<file path="src/logic/kalmanPkg.sv">
package kalmanPkg;

    ////////////////////////////////////////////////////////////
    // Model sizes and widths
    ////////////////////////////////////////////////////////////

    localparam int stateCount   = 6;
    localparam int axisCount    = 3;
    localparam int matrixSize   = stateCount * stateCount;

    localparam int inWidth      = 16;
    localparam int productWidth = 24;
    localparam int outWidth     = 32;

    ////////////////////////////////////////////////////////////
    // Constant-velocity model
    ////////////////////////////////////////////////////////////

    localparam int timeStep    = 1;
    localparam int posVariance = 1;
    localparam int velVariance = 10;

    // Velocity term i+3 feeds position term i
    localparam int transitionMatrix [stateCount][stateCount] = '{
        '{1, 0, 0, timeStep, 0,        0       },
        '{0, 1, 0, 0,        timeStep, 0       },
        '{0, 0, 1, 0,        0,        timeStep},
        '{0, 0, 0, 1,        0,        0       },
        '{0, 0, 0, 0,        1,        0       },
        '{0, 0, 0, 0,        0,        1       }
    };

    ////////////////////////////////////////////////////////////
    // Element and array types
    ////////////////////////////////////////////////////////////

    typedef logic signed [inWidth-1:0]      inElem_t;
    typedef logic signed [productWidth-1:0] productElem_t;
    typedef logic signed [outWidth-1:0]     outElem_t;

    typedef inElem_t [stateCount-1:0] inVector_t;
    // Row-major, element (r, c) at r * stateCount + c
    typedef inElem_t      [matrixSize-1:0] inMatrix_t;
    typedef productElem_t [matrixSize-1:0] productMatrix_t;

    typedef outElem_t [stateCount-1:0] outVector_t;
    typedef outElem_t [matrixSize-1:0] outMatrix_t;

    // Stage payloads
    typedef struct packed {
        outVector_t     state;
        productMatrix_t cov;
    } midPayload_t;

    typedef struct packed {
        outVector_t state;
        outMatrix_t cov;
    } outPayload_t;

endpackage

</file>
<file path="src/logic/stateProjector.sv">
module stateProjector (
    input  kalmanPkg::inVector_t  stateIn,
    output kalmanPkg::outVector_t stateNext
);

    import kalmanPkg::*;

    // Positions pick up timeStep times their velocity, velocities pass
    for (genvar row = 0; row < stateCount; row++) begin : gRow
        outElem_t acc;

        always_comb begin
            acc = '0;
            for (int k = 0; k < stateCount; k++) begin
                // Zero coefficients fold away at elaboration
                acc = acc + outElem_t'(transitionMatrix[row][k] * stateIn[k]);
            end
        end

        assign stateNext[row] = acc;
    end

endmodule

</file>
<file path="config.mk">
export PLATFORM = sky130hd
export DESIGN_NAME = stateProjector
export DESIGN_NICKNAME = d
export VERILOG_FILES = /design/src/logic/kalmanPkg.sv /design/src/logic/stateProjector.sv
export SDC_FILE = /design/constraint.sdc
export NUM_CORES = 1
export LEC_CHECK = 0
export ABC_AREA = 1
export BUFFER_PORTS_ARGS = -buffer_cell sky130_fd_sc_hd__buf_2
export CORE_AREA = 2 2 112 114
export DETAILED_ROUTE_END_ITERATION = 10
export DIE_AREA = 0 0 114 116
export PLACE_DENSITY = 0.73
export SETUP_SLACK_MARGIN = 0.5
export SYNTH_ARGS = -nofsm -noshare
export SYNTH_HDL_FRONTEND = slang
export SYNTH_SLANG_ARGS = --single-unit
</file>
<file path="constraint.sdc">
create_clock -name vclk -period 4.9
set_input_delay 1.225 -clock vclk [all_inputs]
set_output_delay 1.225 -clock vclk [all_outputs]
set_load 0.05 [all_outputs]
</file>
-- Yosys cells after proc, flatten, opt, wreduce, memory -nomap -nowiden
Cells that the tools add are included.
- register bits after elaboration: 0
- word-level logic and storage cells: 3
- add/subtract/negate cells: 3
- operators with widths (kind ; count):
    adder 16 x 16 -> 17 bit ; 3

-- Depth between registers and ports, before layout
- depth in word-level cells: 1
- gate-level depth with buffers: 11

-- Worst setup path before layout
No wires, ideal clock.
- kind: input port to output port
- start: input port stateIn[0] in the netlist's numbering
- end: output port stateNext[17] in the netlist's numbering
- arrival time: 3.162 ns
- slack: 0.513 ns
- cell stages on the path: 10
- path buffers: 1
- path through: ha_1 -> fa_1 -> nand2_1 -> nand2_1 -> nand3_1 -> nand2_2 -> nand2_1 -> nand3_1 -> nand2_1 -> buf_4
- RTL lines (item ; RTL line ; RTL):
    start: declaration ; stateProjector.sv:2 ; input kalmanPkg::inVector_t stateIn,
    end: declaration ; stateProjector.sv:3 ; output kalmanPkg::outVector_t stateNext

==> results.yml <==
run_status:
  outcome: "finished clean"
route:
  drt_iter0_markers: 140
  wl_mm: 10.6
  route.detailed.drc: 0
  dr.pass1.iters: 4
  routed_via_density: 4.25
  ant_nets: 0
  wl_per_cell_um: 10.3
  vias: 4345
grt:
  grt_pass1_vias: 3709
  antenna_found_initial: 1
  groute.usage.overall: 0.142
  grt_pass1_wl_mm: 16.0
  overflow: 0
  grt_max_degree: 19
power:
  powerDensity_nw_per_um2: 275
  switchingPower_w: 0.00100
  seqPwrFrac: 0
  clkPwrFrac: 0
  p_int_w: 0.000285
  p_sw_frac: 0.778
  irDropWorstVdd_uv: 191
  power.total_w: 0.00129
  power_frac_comb: 1.000
  p_leak_nw: 3.29
final_layout:
  drive_above_1_share: 0.400
  nets: 1023
  n_clock_buffer: 0
  design_area_um2: 4680
  syn_to_final_growth_pct: 14.3
  fin_cells: 1022
  n_sequential_cell: 0
  register_area_um2: 0
  utilization: 0.393
synthesis:
  synth_most_common_cell: "nand2_1"
  ys_types: 17
  synthTopCellsByArea: "buf_4 26%, nand2_1 23%, ha_1 15%"
  synth_top_cell_by_area: "buf_4"
  ys_top_cells_by_count: "255 x nand2_1, 141 x buf_4, 123 x inv_1"
  ys_seq_area_frac: 0
  ys_warn_count: 0
  yosys.area.top_type_share: 0.258
  synthesis.area_um2: 4100
  syn_area_per_cell_um2: 5.64
  syn_inst: 726
  synthesis.nets: 873
sta:
  fmax_ghz: 0.238
  rsz0062_at_grt: "false"
  slew_headroom: 0.807
  fin_tns_setup_ps: 0
  final.min_clock_period_ps: 4210
  setup_violations: 0
  min_period_over_period: 0.859
  hold_viol: 0
  final_max_slew_viol_count: 0
  worstMarginPinSlew_ps: 292
setup_path:
  cp_max_fo: 16
  cp.arrival_ps: 2980
  startpoint_type: "primary input"
  cp-startpoint: "stateIn[16]"
  worst_setup_path_end_kind: "primary output"
  cp.required_ps: 3670
  crit_type: "in -> out"
min_path:
  holdCritPathClass: "in -> out"
  hold_end: "stateNext[174]"
  hp-start: "stateIn[94]"
  whs_path_depth: 2
floorplanning:
  num_rows: 40
  start_util: 0.344
  chipHeight_um: 116
  die_area_um2: 13200
  num_io_pins: 288
  die_w_um: 114
  core_area_um2: 11900
place:
  gp_congestion: 0.833
  dp.cells: 1021
  place_hpwl_mm: 9.60
  io_buffer_count: 288
  place_area_um2: 4670
flow_run:
  timing.max_cap.violations: 0
clocking:
  postCtsSetupBuffers: 0
  cts_hold_buf: 0
  cts_resized: 0
-- metal layers --
metal	track usage	share of wire	vias to the layer above
li1	-	-	2329
met3	0.00837	0.064	4
met5	0	0	-
met4	0.0106	0.0049	0
met2	0.293	0.51	169
met1	0.165	0.42	1843
-- power by group through the flow --
stage               logic [W]  clock network, W  registers [W]
global placement      0.00128                 0              0
detailed placement    0.00129                 0              0
finish                0.00129   0.0000000000273              0
floorplan             0.00115                 0              0
global route          0.00137   0.0000000000273              0
CTS                   0.00129                 0              0
-- per-stage QoR --
step                setup WS [ps]  hold slack, ps
floorplan                     513            2620
global placement              598            2750
detailed placement            568            2750
CTS                           564            2750
global route                  529            2760
finish                        693            2750
-- cells in the final DEF, fill, tap and decap left out --
cell type	count
a21oi_1	21
a21oi_2	3
buf_2	288
buf_4	1
diode_2	1
fa_1	3
ha_1	48
inv_1	123
inv_2	10
nand2_1	252
nand2_2	30
nand3_1	30
nand3_2	2
nand3b_1	4
nor2_1	22
nor3_2	12
or2_4	4
xnor2_1	4
xor2_1	17
-- area by class of cell --
| cell class | count | area (um2) |
|---|---|---|
| antenna | 1 | 2.50 |
| multi-input combinational | 452 | 2550 |
| fill | 1307 | 7230 |
| timing repair buffer | 289 | 1450 |
| inverter | 133 | 499 |
| tap | 147 | 184 |
-- worst max-delay path by stage --
| stage | end | cells past startpoint | slack [ps] |
|---|---|---|---|
| floorplan | stateNext[17] | 10 | 510 |
| detailed placement | stateNext[50] | 11 | 570 |
| global route | stateNext[23] | 11 | 530 |
| CTS | stateNext[89] | 11 | 560 |
| global placement | stateNext[92] | 11 | 600 |
| finish | stateNext[58] | 11 | 690 |
-- worst max-delay path, cell delays in order --
cell     delay, ps
buf_2          120
ha_1           220
fa_1           400
nand2_1         80
nand2_1         80
nand3_1        100
nand2_2         90
nand2_1         90
nand3_1         80
nand2_2        190
buf_2          310
-- cell families (layout without fill, tap and decap cells) --
kind of cell / count (synthesis) / after routing / share of synthesized area
simple gates: 356 / 356 / 0.382
buf+inv: 274 / 422 / 0.380
fa+ha+maj: 51 / 51 / 0.161
compound gates: 24 / 24 / 0.0321
xor+xnor: 21 / 21 / 0.0449
other cells: 0 / 1 / 0
No activity file was read; power rests on OpenSTA's default activity.
