`config.mk`:
```
export PLATFORM = sky130hd
export DESIGN_NAME = covarianceProduct
export DESIGN_NICKNAME = d
export VERILOG_FILES = /design/src/logic/kalmanPkg.sv /design/src/logic/covarianceProduct.sv
export SDC_FILE = /design/constraint.sdc
export NUM_CORES = 1
export LEC_CHECK = 0
export ABC_AREA = 1
export BUFFER_PORTS_ARGS = -buffer_cell sky130_fd_sc_hd__buf_2
export CAP_MARGIN = 5
export CORE_AREA = 3 3 558 560
export DETAILED_ROUTE_END_ITERATION = 8
export DIE_AREA = 0 0 561 563
export PLACE_DENSITY = 0.3
export SETUP_SLACK_MARGIN = 0.02
export SLEW_MARGIN = 20
export SYNTH_ARGS = -nofsm -noshare
export SYNTH_HDL_FRONTEND = slang
export SYNTH_SLANG_ARGS = --single-unit
```
`constraint.sdc`:
```
create_clock -name vclk -period 2.5
set_clock_uncertainty 0.15 [all_clocks]
set_input_delay 0.375 -clock vclk [all_inputs]
set_output_delay 0.375 -clock vclk [all_outputs]
set_load 0.05 [all_outputs]
```
`src/logic/kalmanPkg.sv`:
```
package kalmanPkg;

    ////////////////////////////////////////////////////////////
    // Model sizes and widths
    ////////////////////////////////////////////////////////////

    localparam int stateCount   = 6;
    localparam int axisCount    = 3;
    localparam int matrixSize   = stateCount * stateCount;

    localparam int inWidth      = 16;
    localparam int productWidth = 24;
    localparam int outWidth     = 32;

    ////////////////////////////////////////////////////////////
    // Constant-velocity model
    ////////////////////////////////////////////////////////////

    localparam int timeStep    = 1;
    localparam int posVariance = 1;
    localparam int velVariance = 10;

    // Velocity term i+3 feeds position term i
    localparam int transitionMatrix [stateCount][stateCount] = '{
        '{1, 0, 0, timeStep, 0,        0       },
        '{0, 1, 0, 0,        timeStep, 0       },
        '{0, 0, 1, 0,        0,        timeStep},
        '{0, 0, 0, 1,        0,        0       },
        '{0, 0, 0, 0,        1,        0       },
        '{0, 0, 0, 0,        0,        1       }
    };

    ////////////////////////////////////////////////////////////
    // Element and array types
    ////////////////////////////////////////////////////////////

    typedef logic signed [inWidth-1:0]      inElem_t;
    typedef logic signed [productWidth-1:0] productElem_t;
    typedef logic signed [outWidth-1:0]     outElem_t;

    typedef inElem_t [stateCount-1:0] inVector_t;
    // Row-major, element (r, c) at r * stateCount + c
    typedef inElem_t      [matrixSize-1:0] inMatrix_t;
    typedef productElem_t [matrixSize-1:0] productMatrix_t;

    typedef outElem_t [stateCount-1:0] outVector_t;
    typedef outElem_t [matrixSize-1:0] outMatrix_t;

    // Stage payloads
    typedef struct packed {
        outVector_t     state;
        productMatrix_t cov;
    } midPayload_t;

    typedef struct packed {
        outVector_t state;
        outMatrix_t cov;
    } outPayload_t;

endpackage

```
`src/logic/covarianceProduct.sv`:
```
module covarianceProduct (
    input  kalmanPkg::inMatrix_t      covIn,
    output kalmanPkg::productMatrix_t covProduct
);

    import kalmanPkg::*;

    ////////////////////////////////////////////////////////////
    // F * P
    ////////////////////////////////////////////////////////////

    for (genvar row = 0; row < stateCount; row++) begin : gRow
        for (genvar col = 0; col < stateCount; col++) begin : gCol
            productElem_t acc;

            // Row of F against column col of P
            always_comb begin
                acc = '0;
                for (int k = 0; k < stateCount; k++) begin
                    acc = acc + productElem_t'(
                        transitionMatrix[row][k] * covIn[k * stateCount + col]);
                end
            end

            assign covProduct[row * stateCount + col] = acc;
        end
    end

endmodule

```
# Word-level counts from Yosys, hierarchy flattened
# Cells that the tools add are included.
# classes
add_sub_neg	18
# op_table
operator	n
16-bit by 16-bit adder with 17-bit output	18
# totals
register_bits	0
elab_cells	18

# Logic depth before layout (Yosys ltp)
# Gate-level depths: netlist (run 1).
# depth
ltp_word	1
depth_mapped	11
depth_no_buf	10

# Worst setup path after synthesis (run 1)
# Ideal clock, no wire load.
# synth_timing
path_type	input to output
start	in covIn[64] (netlist bit)
end	out covProduct[113] (netlist bit)
t_arrival_ns	2.173
t_required_ns	1.975
slack_ns	-0.198
cell_stages	10
path_cell_list	ha_1 fa_1 nand2_1 nand2_1 nand3_1 nand2_2 nand2_1 nand3_1 nand2_1 buf_4
# synth_rtl
element	line	source
start, declared	covarianceProduct.sv:2	input kalmanPkg::inMatrix_t covIn,
end, declared	covarianceProduct.sv:3	output kalmanPkg::productMatrix_t covProduct

==> results of run 1 <==
-- cells by family after synthesis --
| group | Yosys count | share of synthesized area (%) |
|---|---|---|
| and+or+nand+nor | 2138 | 41.21 |
| buffers and inverters | 1354 | 32.55 |
| adders and majority gates | 306 | 17.98 |
| AOI/OAI and AO/OA | 144 | 3.268 |
| xor gates and xnor gates | 126 | 5.005 |
-- power by group through the flow --
stage,logic [uW],clock network [uW],registers (uW)
floorplan,10800,0,0
global placement,16900,0,0
detailed placement,16800,0,0
CTS,18200,0,0
global route,19900,0.000323,0
finish,18700,0.000533,0
-- cell usage after synthesis --
cell type	number	area, sq um
nor3_2	61	610.6
or2_1	25	156.4
inv_2	24	90.09
ha_1	288	3603
a21oi_1	144	720.7
nor2_1	133	499.2
buf_4	558	4189
nand3_1	180	900.9
nand2_2	86	538.0
nand3b_1	25	187.7
xnor2_1	25	219.0
fa_1	18	360.4
nand3_2	11	110.1
inv_1	772	2898
xor2_1	101	884.6
nor3_1	11	55.05
nand2_1	1606	6028
-- layer usage --
layer,part of all wire (%),track usage [%]
met1,37,10.83
met2,54,20.14
met4,2.5,1.748
met3,6.8,2.319
met5,0.11,0
-- final timing paths --
kind,startpoint,end,slack (ps),cells past startpoint
setup / recovery,covIn[320],covProduct[54],-80,12
hold / removal,covIn[355],covProduct[531],910,2
-- layout by cell type (no fill, tap or decap) --
cell,count
xor2_4,10
nor3_1,10
nand2_1,1332
buf_8,113
a21oi_4,7
nor3_2,53
or2_4,4
buf_6,88
a21oi_2,42
clkbuf_4,28
nand2_2,259
inv_2,31
a21oi_1,95
nand3_1,132
inv_1,765
or2_1,21
xor2_1,60
diode_2,10
ha_1,148
buf_12,116
nand3b_1,25
nand3_2,39
buf_2,1088
xnor2_1,25
nand3_4,20
fa_2,18
nor3_4,9
ha_4,101
xor2_2,31
nand2_8,20
nand2_4,81
ha_2,39
nor2_1,122
buf_4,557
nor2_2,11
-- what timing repair did --
item / in CTS / in global routing
hold buffers: 0 / 0
resized for setup: 761 / 554
setup buffers: 14 / 18
pin swaps: 157 / 183
endpoints found under the setup margin: 275 / 300
-- cell type report --
type                            instances  area (sq um)  area share (%)
Antenna cell                           10         25.02         0.05989
Inverter                              796          2988           7.151
Multi-Input combinational cell       2714         18790           44.98
Tap cell                             4100          5130           12.28
Timing Repair Buffer                 1990         14850           35.53
-- metrics by stage --
stage	std cells	hold WS (ps)	power, uW
2_1_floorplan	4068	767.1	10770
3_3_place_gp	9577	907.7	16910
3_5_place_dp	9577	905.8	16830
4_1_cts	9585	906.2	18220
5_1_grt	9606	908.2	19880
6_report	9610	906.6	18700
==> flow_results.org, run 1 <==
** Place
- At the placement stage, the worst setup path has a slack of -942.6 ps.
- Routability-driven placement finished with a final weighted congestion of 0.9406.
- Detailed placement ended at an HPWL of 162.4 mm.
- Cell area after placement :: 0.03627 sq mm
- Number of buffer cells added on primary ports :: 1440

** GRT
- Across every metal layer, demand over resource in global routing totals 10.14%.
- The initial antenna violation count came to 55.
- Via count of the first global-routing pass :: 28724
- The first global-routing pass estimated 226.6 mm of wire.
- Residual overflow from global routing :: 0
- Largest net degree at the start of global routing :: 10

** Power and ir drop
- Combinational share of power :: 100.0%
- Registers are responsible for 0% of the overall power.
- Worst-case vdd ir drop :: 0.3430 mV
- For this design the ratio of total power to cell area is 447.5 mW/mm^2.
- Leakage power :: 0.02297 uW
- Net switching power of the design :: 12240 uW
- Clock power frac :: 0%
- Net switching is roughly 65% of the power.
- Int Pwr :: 6459 uW

** Die
- From bottom edge to top edge, the die measures ~560 microns.
- Die width :: 561 microns
- In this run the core area contains 203 standard-cell rows.
- The die covers roughly 0.32 sq mm.
- The total area inside the core boundary comes to 0.3063 sq mm.
- During I/O placement, the number of pins put on the boundary was between 1000 and 1500.
- For this configuration, the core starts out at a cell density of 7.199%.

** Worst setup path
- Endpoint kind of the worst setup timing path :: primary output
- The slowest stage of the critical path belongs to the cell fa_2.
- Arr. time, crit path :: 2060 ps
- The largest single stage delay on the critical path is 370 ps.
- Required time of the critical path :: approximately 2000 ps
- The critical path in this run is classified as primary input to primary output.
- Among cell families on the critical path, the largest total delay comes from buffers and inverters.
- Traced cell by cell, the critical path runs through buf_8 > ha_4 > fa_2 > nand2_2 > nand2_4 > buf_6 > nand3b_1 > nand2_4 > buf_6 > xor2_4 > buf_12 > buf_12.
- In this run the worst path has a maximum fanout of 2.
- Worst setup SP type :: primary input
- Buffering stage count on the worst path with inverters included :: 5

** Final layout
- For this run, the post-layout net count is 6384.
- Total of fill cells in the finished design :: roughly 36000
- In the final layout, the share of cells above drive strength 1 is 50.27%.
- Summing all flip-flop and latch instances after layout gives 0 sq um.
- The design has 0 sequential cells.
- The finished cells cover between 0.04 and 0.05 sq mm.
- Utilization after layout :: 13.64%
- The area growth from synthesis to layout is 89.48%.
- The clock buffers instantiated in the layout total 0.

** STA
- The worst path uses 103.3% of the clock period.
- Number of hold-slack violations in the final timing report :: 0
- Setup repair after global routing could not meet its margin everywhere.
- The number of pins exceeding their max-slew limit in the final report came to 0.
- The worst pin sits at a relative slew slack of 67.66%.
- Fmax :: 0.3874 GHz
- Setup violations remaining at the end of the flow were counted as 12.
- Adding up every negative setup slack in the final design gives -291.1 ps.
- Worst slew pin tran :: between 400 and 500 ps
- Subtracting the final worst setup slack from the clock period gives approximately 2600 ps.
- Setup slack on the critical path of the routed design comes to -81.41 ps.

** Synthesis
- Counting every net in the synthesized netlist gives 4950.
- Netlist cell types :: 17
- Dividing the synthesized area by the synthesized cell count gives 5.421 sq um.
- Summing every instance area after synthesis gives 0.02205 sq mm.
- Sequential elements use 0% of the synthesized area.
- Cell count after synthesis :: 4068
- The Yosys step of the flow raised 0 warnings.

** Drt
- After detailed routing, the number of vias per cell comes to 2.980.
- In the routed design, unresolved DRC markers number 0.
- In this run the remaining antenna-violating nets after routing total 0.
- Vias post-DR :: 28641
- After detailed routing, the average wire length per cell comes to 17.90 microns.
- The first routing iteration left a little under 1000 violations.
- For this run, the detailed router's first-pass iteration total came to 5.
- The final layout contains routed wiring with a total length of ~170 mm.

** Min path
- The worst hold path belongs to the class primary input to primary output.

** Run
- Max-capacitance violation count :: 0

** Outcome
- Outcome :: finished, violations left
- Violations in the final reports :: setup timing
Power figures use the tool's default switching activity.
==> inputs of run 2 (changes only) <==
- RECOVER_POWER: not set -> 25
==> run 2 against run 1 <==
  * The flow still finishes with violations (setup timing)
  * First-iteration DRC count grew 2.4%
  * Global-route usage is the same
  * Clock-buffer cell count did not move
  * Routed wire length about the same
  * Die area unchanged
==> flow_results.org, run 2 (synthesized netlist as in run 1, its figures left out) <==
** Final layout
- After routing the design area is 0.04152 sq mm.
- Final instance count without filler cells :: 9608
- Count of flip-flops and latches :: 0
- Leading cell types in the layout, fill and taps excluded :: nand2_1, buf_2, inv_1
- Footprint of the flip-flops and latches :: 0 sq um
- The library cell used most frequently in the layout, excluding fill and tap cells, is nand2_1.
- Total of clock buffers placed in the layout :: 0
- Cells fill between 10% and 20% of the core in the end.
- At the end of the flow, the number of nets in the layout was 6384.
- Of the cells placed in the final design, the portion with a size suffix greater than 1 is 46.49%.
- Relative to the synthesized area, the layout overhead comes to 88.28%.

** Drt
- The first routing iteration left 996 violations.
- Post-DR wirelength/cell :: roughly 18 microns
- The detailed router put a total of 63.92 mm of wire on met1.
- The highest layer touched by signal routing is met5.
- For this block, the routed nets add up to ~170 mm of wire.
- Number of routed nets with antenna violations :: 0
- Number of remaining DRC errors :: 0
- Initial DRT Pass Iterations :: 5
- Routed length on met3 :: 11.49 mm
- In the routed layout, each cell is associated on average with a via count of ~3.0.
- After detailed routing, the met2 layer carries between 90 and 100 mm of wire.
- Vias post-DR :: 28670

** STA
- Count of final setup violators :: 12
- Fmax :: ~0.39 GHz
- Measured against its own limit, the worst slew margin works out to 27.34%.
- Setup repair after global routing could not meet its margin everywhere.
- Final Cycle Share :: 103.2%
- Fin crit period :: around 2600 ps
- Final hold analysis gives a worst-case slack of 991.3 ps.
- The number of pins exceeding their max-slew limit in the final report came to 0.
- Across all setup checks in the final design, the least slack found is -80.94 ps.
- Worst slew pin tran :: 1095 ps
- Number of hold-slack violations in the final timing report :: 0

** GRT
- Entering global routing, the biggest net connects 10 pins.
- GRT Total Usage :: around a tenth
- Via count of the first global-routing pass :: 28724
- After global routing the overflow that remains totals 0.
- The first global-routing pass estimated 226.6 mm of wire.
- The initial antenna violation count came to 54.

** Die
- Die footprint :: between 0.3 and 0.4 sq mm
- Measured along the x axis, the die boundary spans 561 microns.
- Starting Density :: 7.199%
- During I/O placement, the number of pins put on the boundary was 1440.
- The floorplan has 203 rows.
- The die is 563 microns tall.
- In this run the standard cell core region covers 0.3063 sq mm.

** Min path
- The min-delay analysis places its worst path in the category primary input to primary output.
- Beginning of the worst hold path :: covIn[355]
- The path with the worst hold slack has its endpoint at covProduct[531].
- The worst hold path passes through 2 cells.

** Worst setup path
- The worst setup path is of the primary input to primary output kind.
- The slowest stage of the critical path belongs to the cell fa_2.
- Worst setup SP type :: primary input
- Sequence of cells on the critical path :: buf_8 > ha_4 > fa_2 > nand2_2 > nand2_4 > buf_6 > nand3b_1 > nand2_4 > buf_6 > xor2_4 > buf_12 > buf_12
- At the worst endpoint, the arrival time is between 2000 and 2500 ps.
- Required time of the critical path :: 1980 ps
- Endpoint kind of the worst setup timing path :: primary output
- On the worst path, the slowest cell contributes a delay of 370 ps.
- Critical path peak fanout :: 2

** Power and ir drop
- Worst-case vdd ir drop :: 0.3437 mV
- Net switching power of the design :: 12250 uW
- The clock network burns 0% of the power.
- In this run the power density over the cells is 449.4 mW/mm^2.
- Int Pwr :: 6408 uW
- Per report_power, the combinational group accounts for 100.0% of the total.
- For this design the static power due to leakage is about 0.022 uW.
- Net switching is 65.65% of the power.
- Sequential share of power :: 0%

** Place
- Number of buffer cells added on primary ports :: 1440
- Routability-driven placement finished with a final weighted congestion of roughly 0.94.
- At the placement stage, the worst setup path has a slack of -942.6 ps.
- Cell area after placement :: between 0.03 and 0.04 sq mm
- The wire-length estimate of the detail-placed layout is between 150 and 200 mm.
- Total placed cells including tap cells :: around 9600

** Outcome
- Outcome :: finished, violations left
- The final reports fail on setup timing.

** Run
- Across the run, the number of max-cap violations was 0.
## run 2: area by class of cell
type,count,area (sq um)
diodes,8,20.02
well taps,4100,5130
fillers,35935,264800
repair buffers,1990,14590
inverters,796,2988
multi-input cells,2714,18790
## run 2: power by group through the flow
stage               registers [uW]  clock network, uW  logic [uW]
floorplan                        0                  0       10800
global placement                 0                  0       16900
detailed placement               0                  0       16800
CTS                              0                  0       18200
global route                     0           0.000323       19800
finish                           0           0.000432       18700
## run 2: critical path, delay by kind of cell
family                   cells  cell delay [ps]
AND/OR/NAND/NOR              4              370
adder cells (fa/ha/maj)      2              520
XOR/XNOR                     1              170
buffers and inverters        5              610
## run 2: per-layer routing
metal	GRT usage, %	vias up
li1	-	14496
met1	10.83	12988
met2	20.14	1020
met3	2.319	134
met4	1.748	32
met5	0	-
## run 2: worst max path at each step
stage / cells past startpoint / endpoint / slack, ps / from
finish: 12 / covProduct[54] / -80 / covIn[320]
global route: 12 / covProduct[54] / -150 / covIn[320]
CTS: 13 / covProduct[60] / -190 / covIn[320]
detailed placement: 14 / covProduct[60] / -940 / covIn[32]
global placement: 14 / covProduct[60] / -960 / covIn[32]
floorplan: 10 / covProduct[113] / 60 / covIn[64]
## run 2: what timing repair did
action                     in CTS  in global routing
pin swaps                     157                183
setup endpoints to repair     275                300
hold buffers                    0                  0
gates resized for setup       761                554
setup buffers                  14                 18
## run 2: per-stage QoR
| stage | total power [uW] | setup TNS [ps] |
|---|---|---|
| 2_1_floorplan | 10770 | 0 |
| 6_report | 18660 | -307.3 |
| 4_1_cts | 18220 | -1385 |
| 3_3_place_gp | 16910 | -56460 |
| 5_1_grt | 19830 | -1589 |
| 3_5_place_dp | 16830 | -56890 |
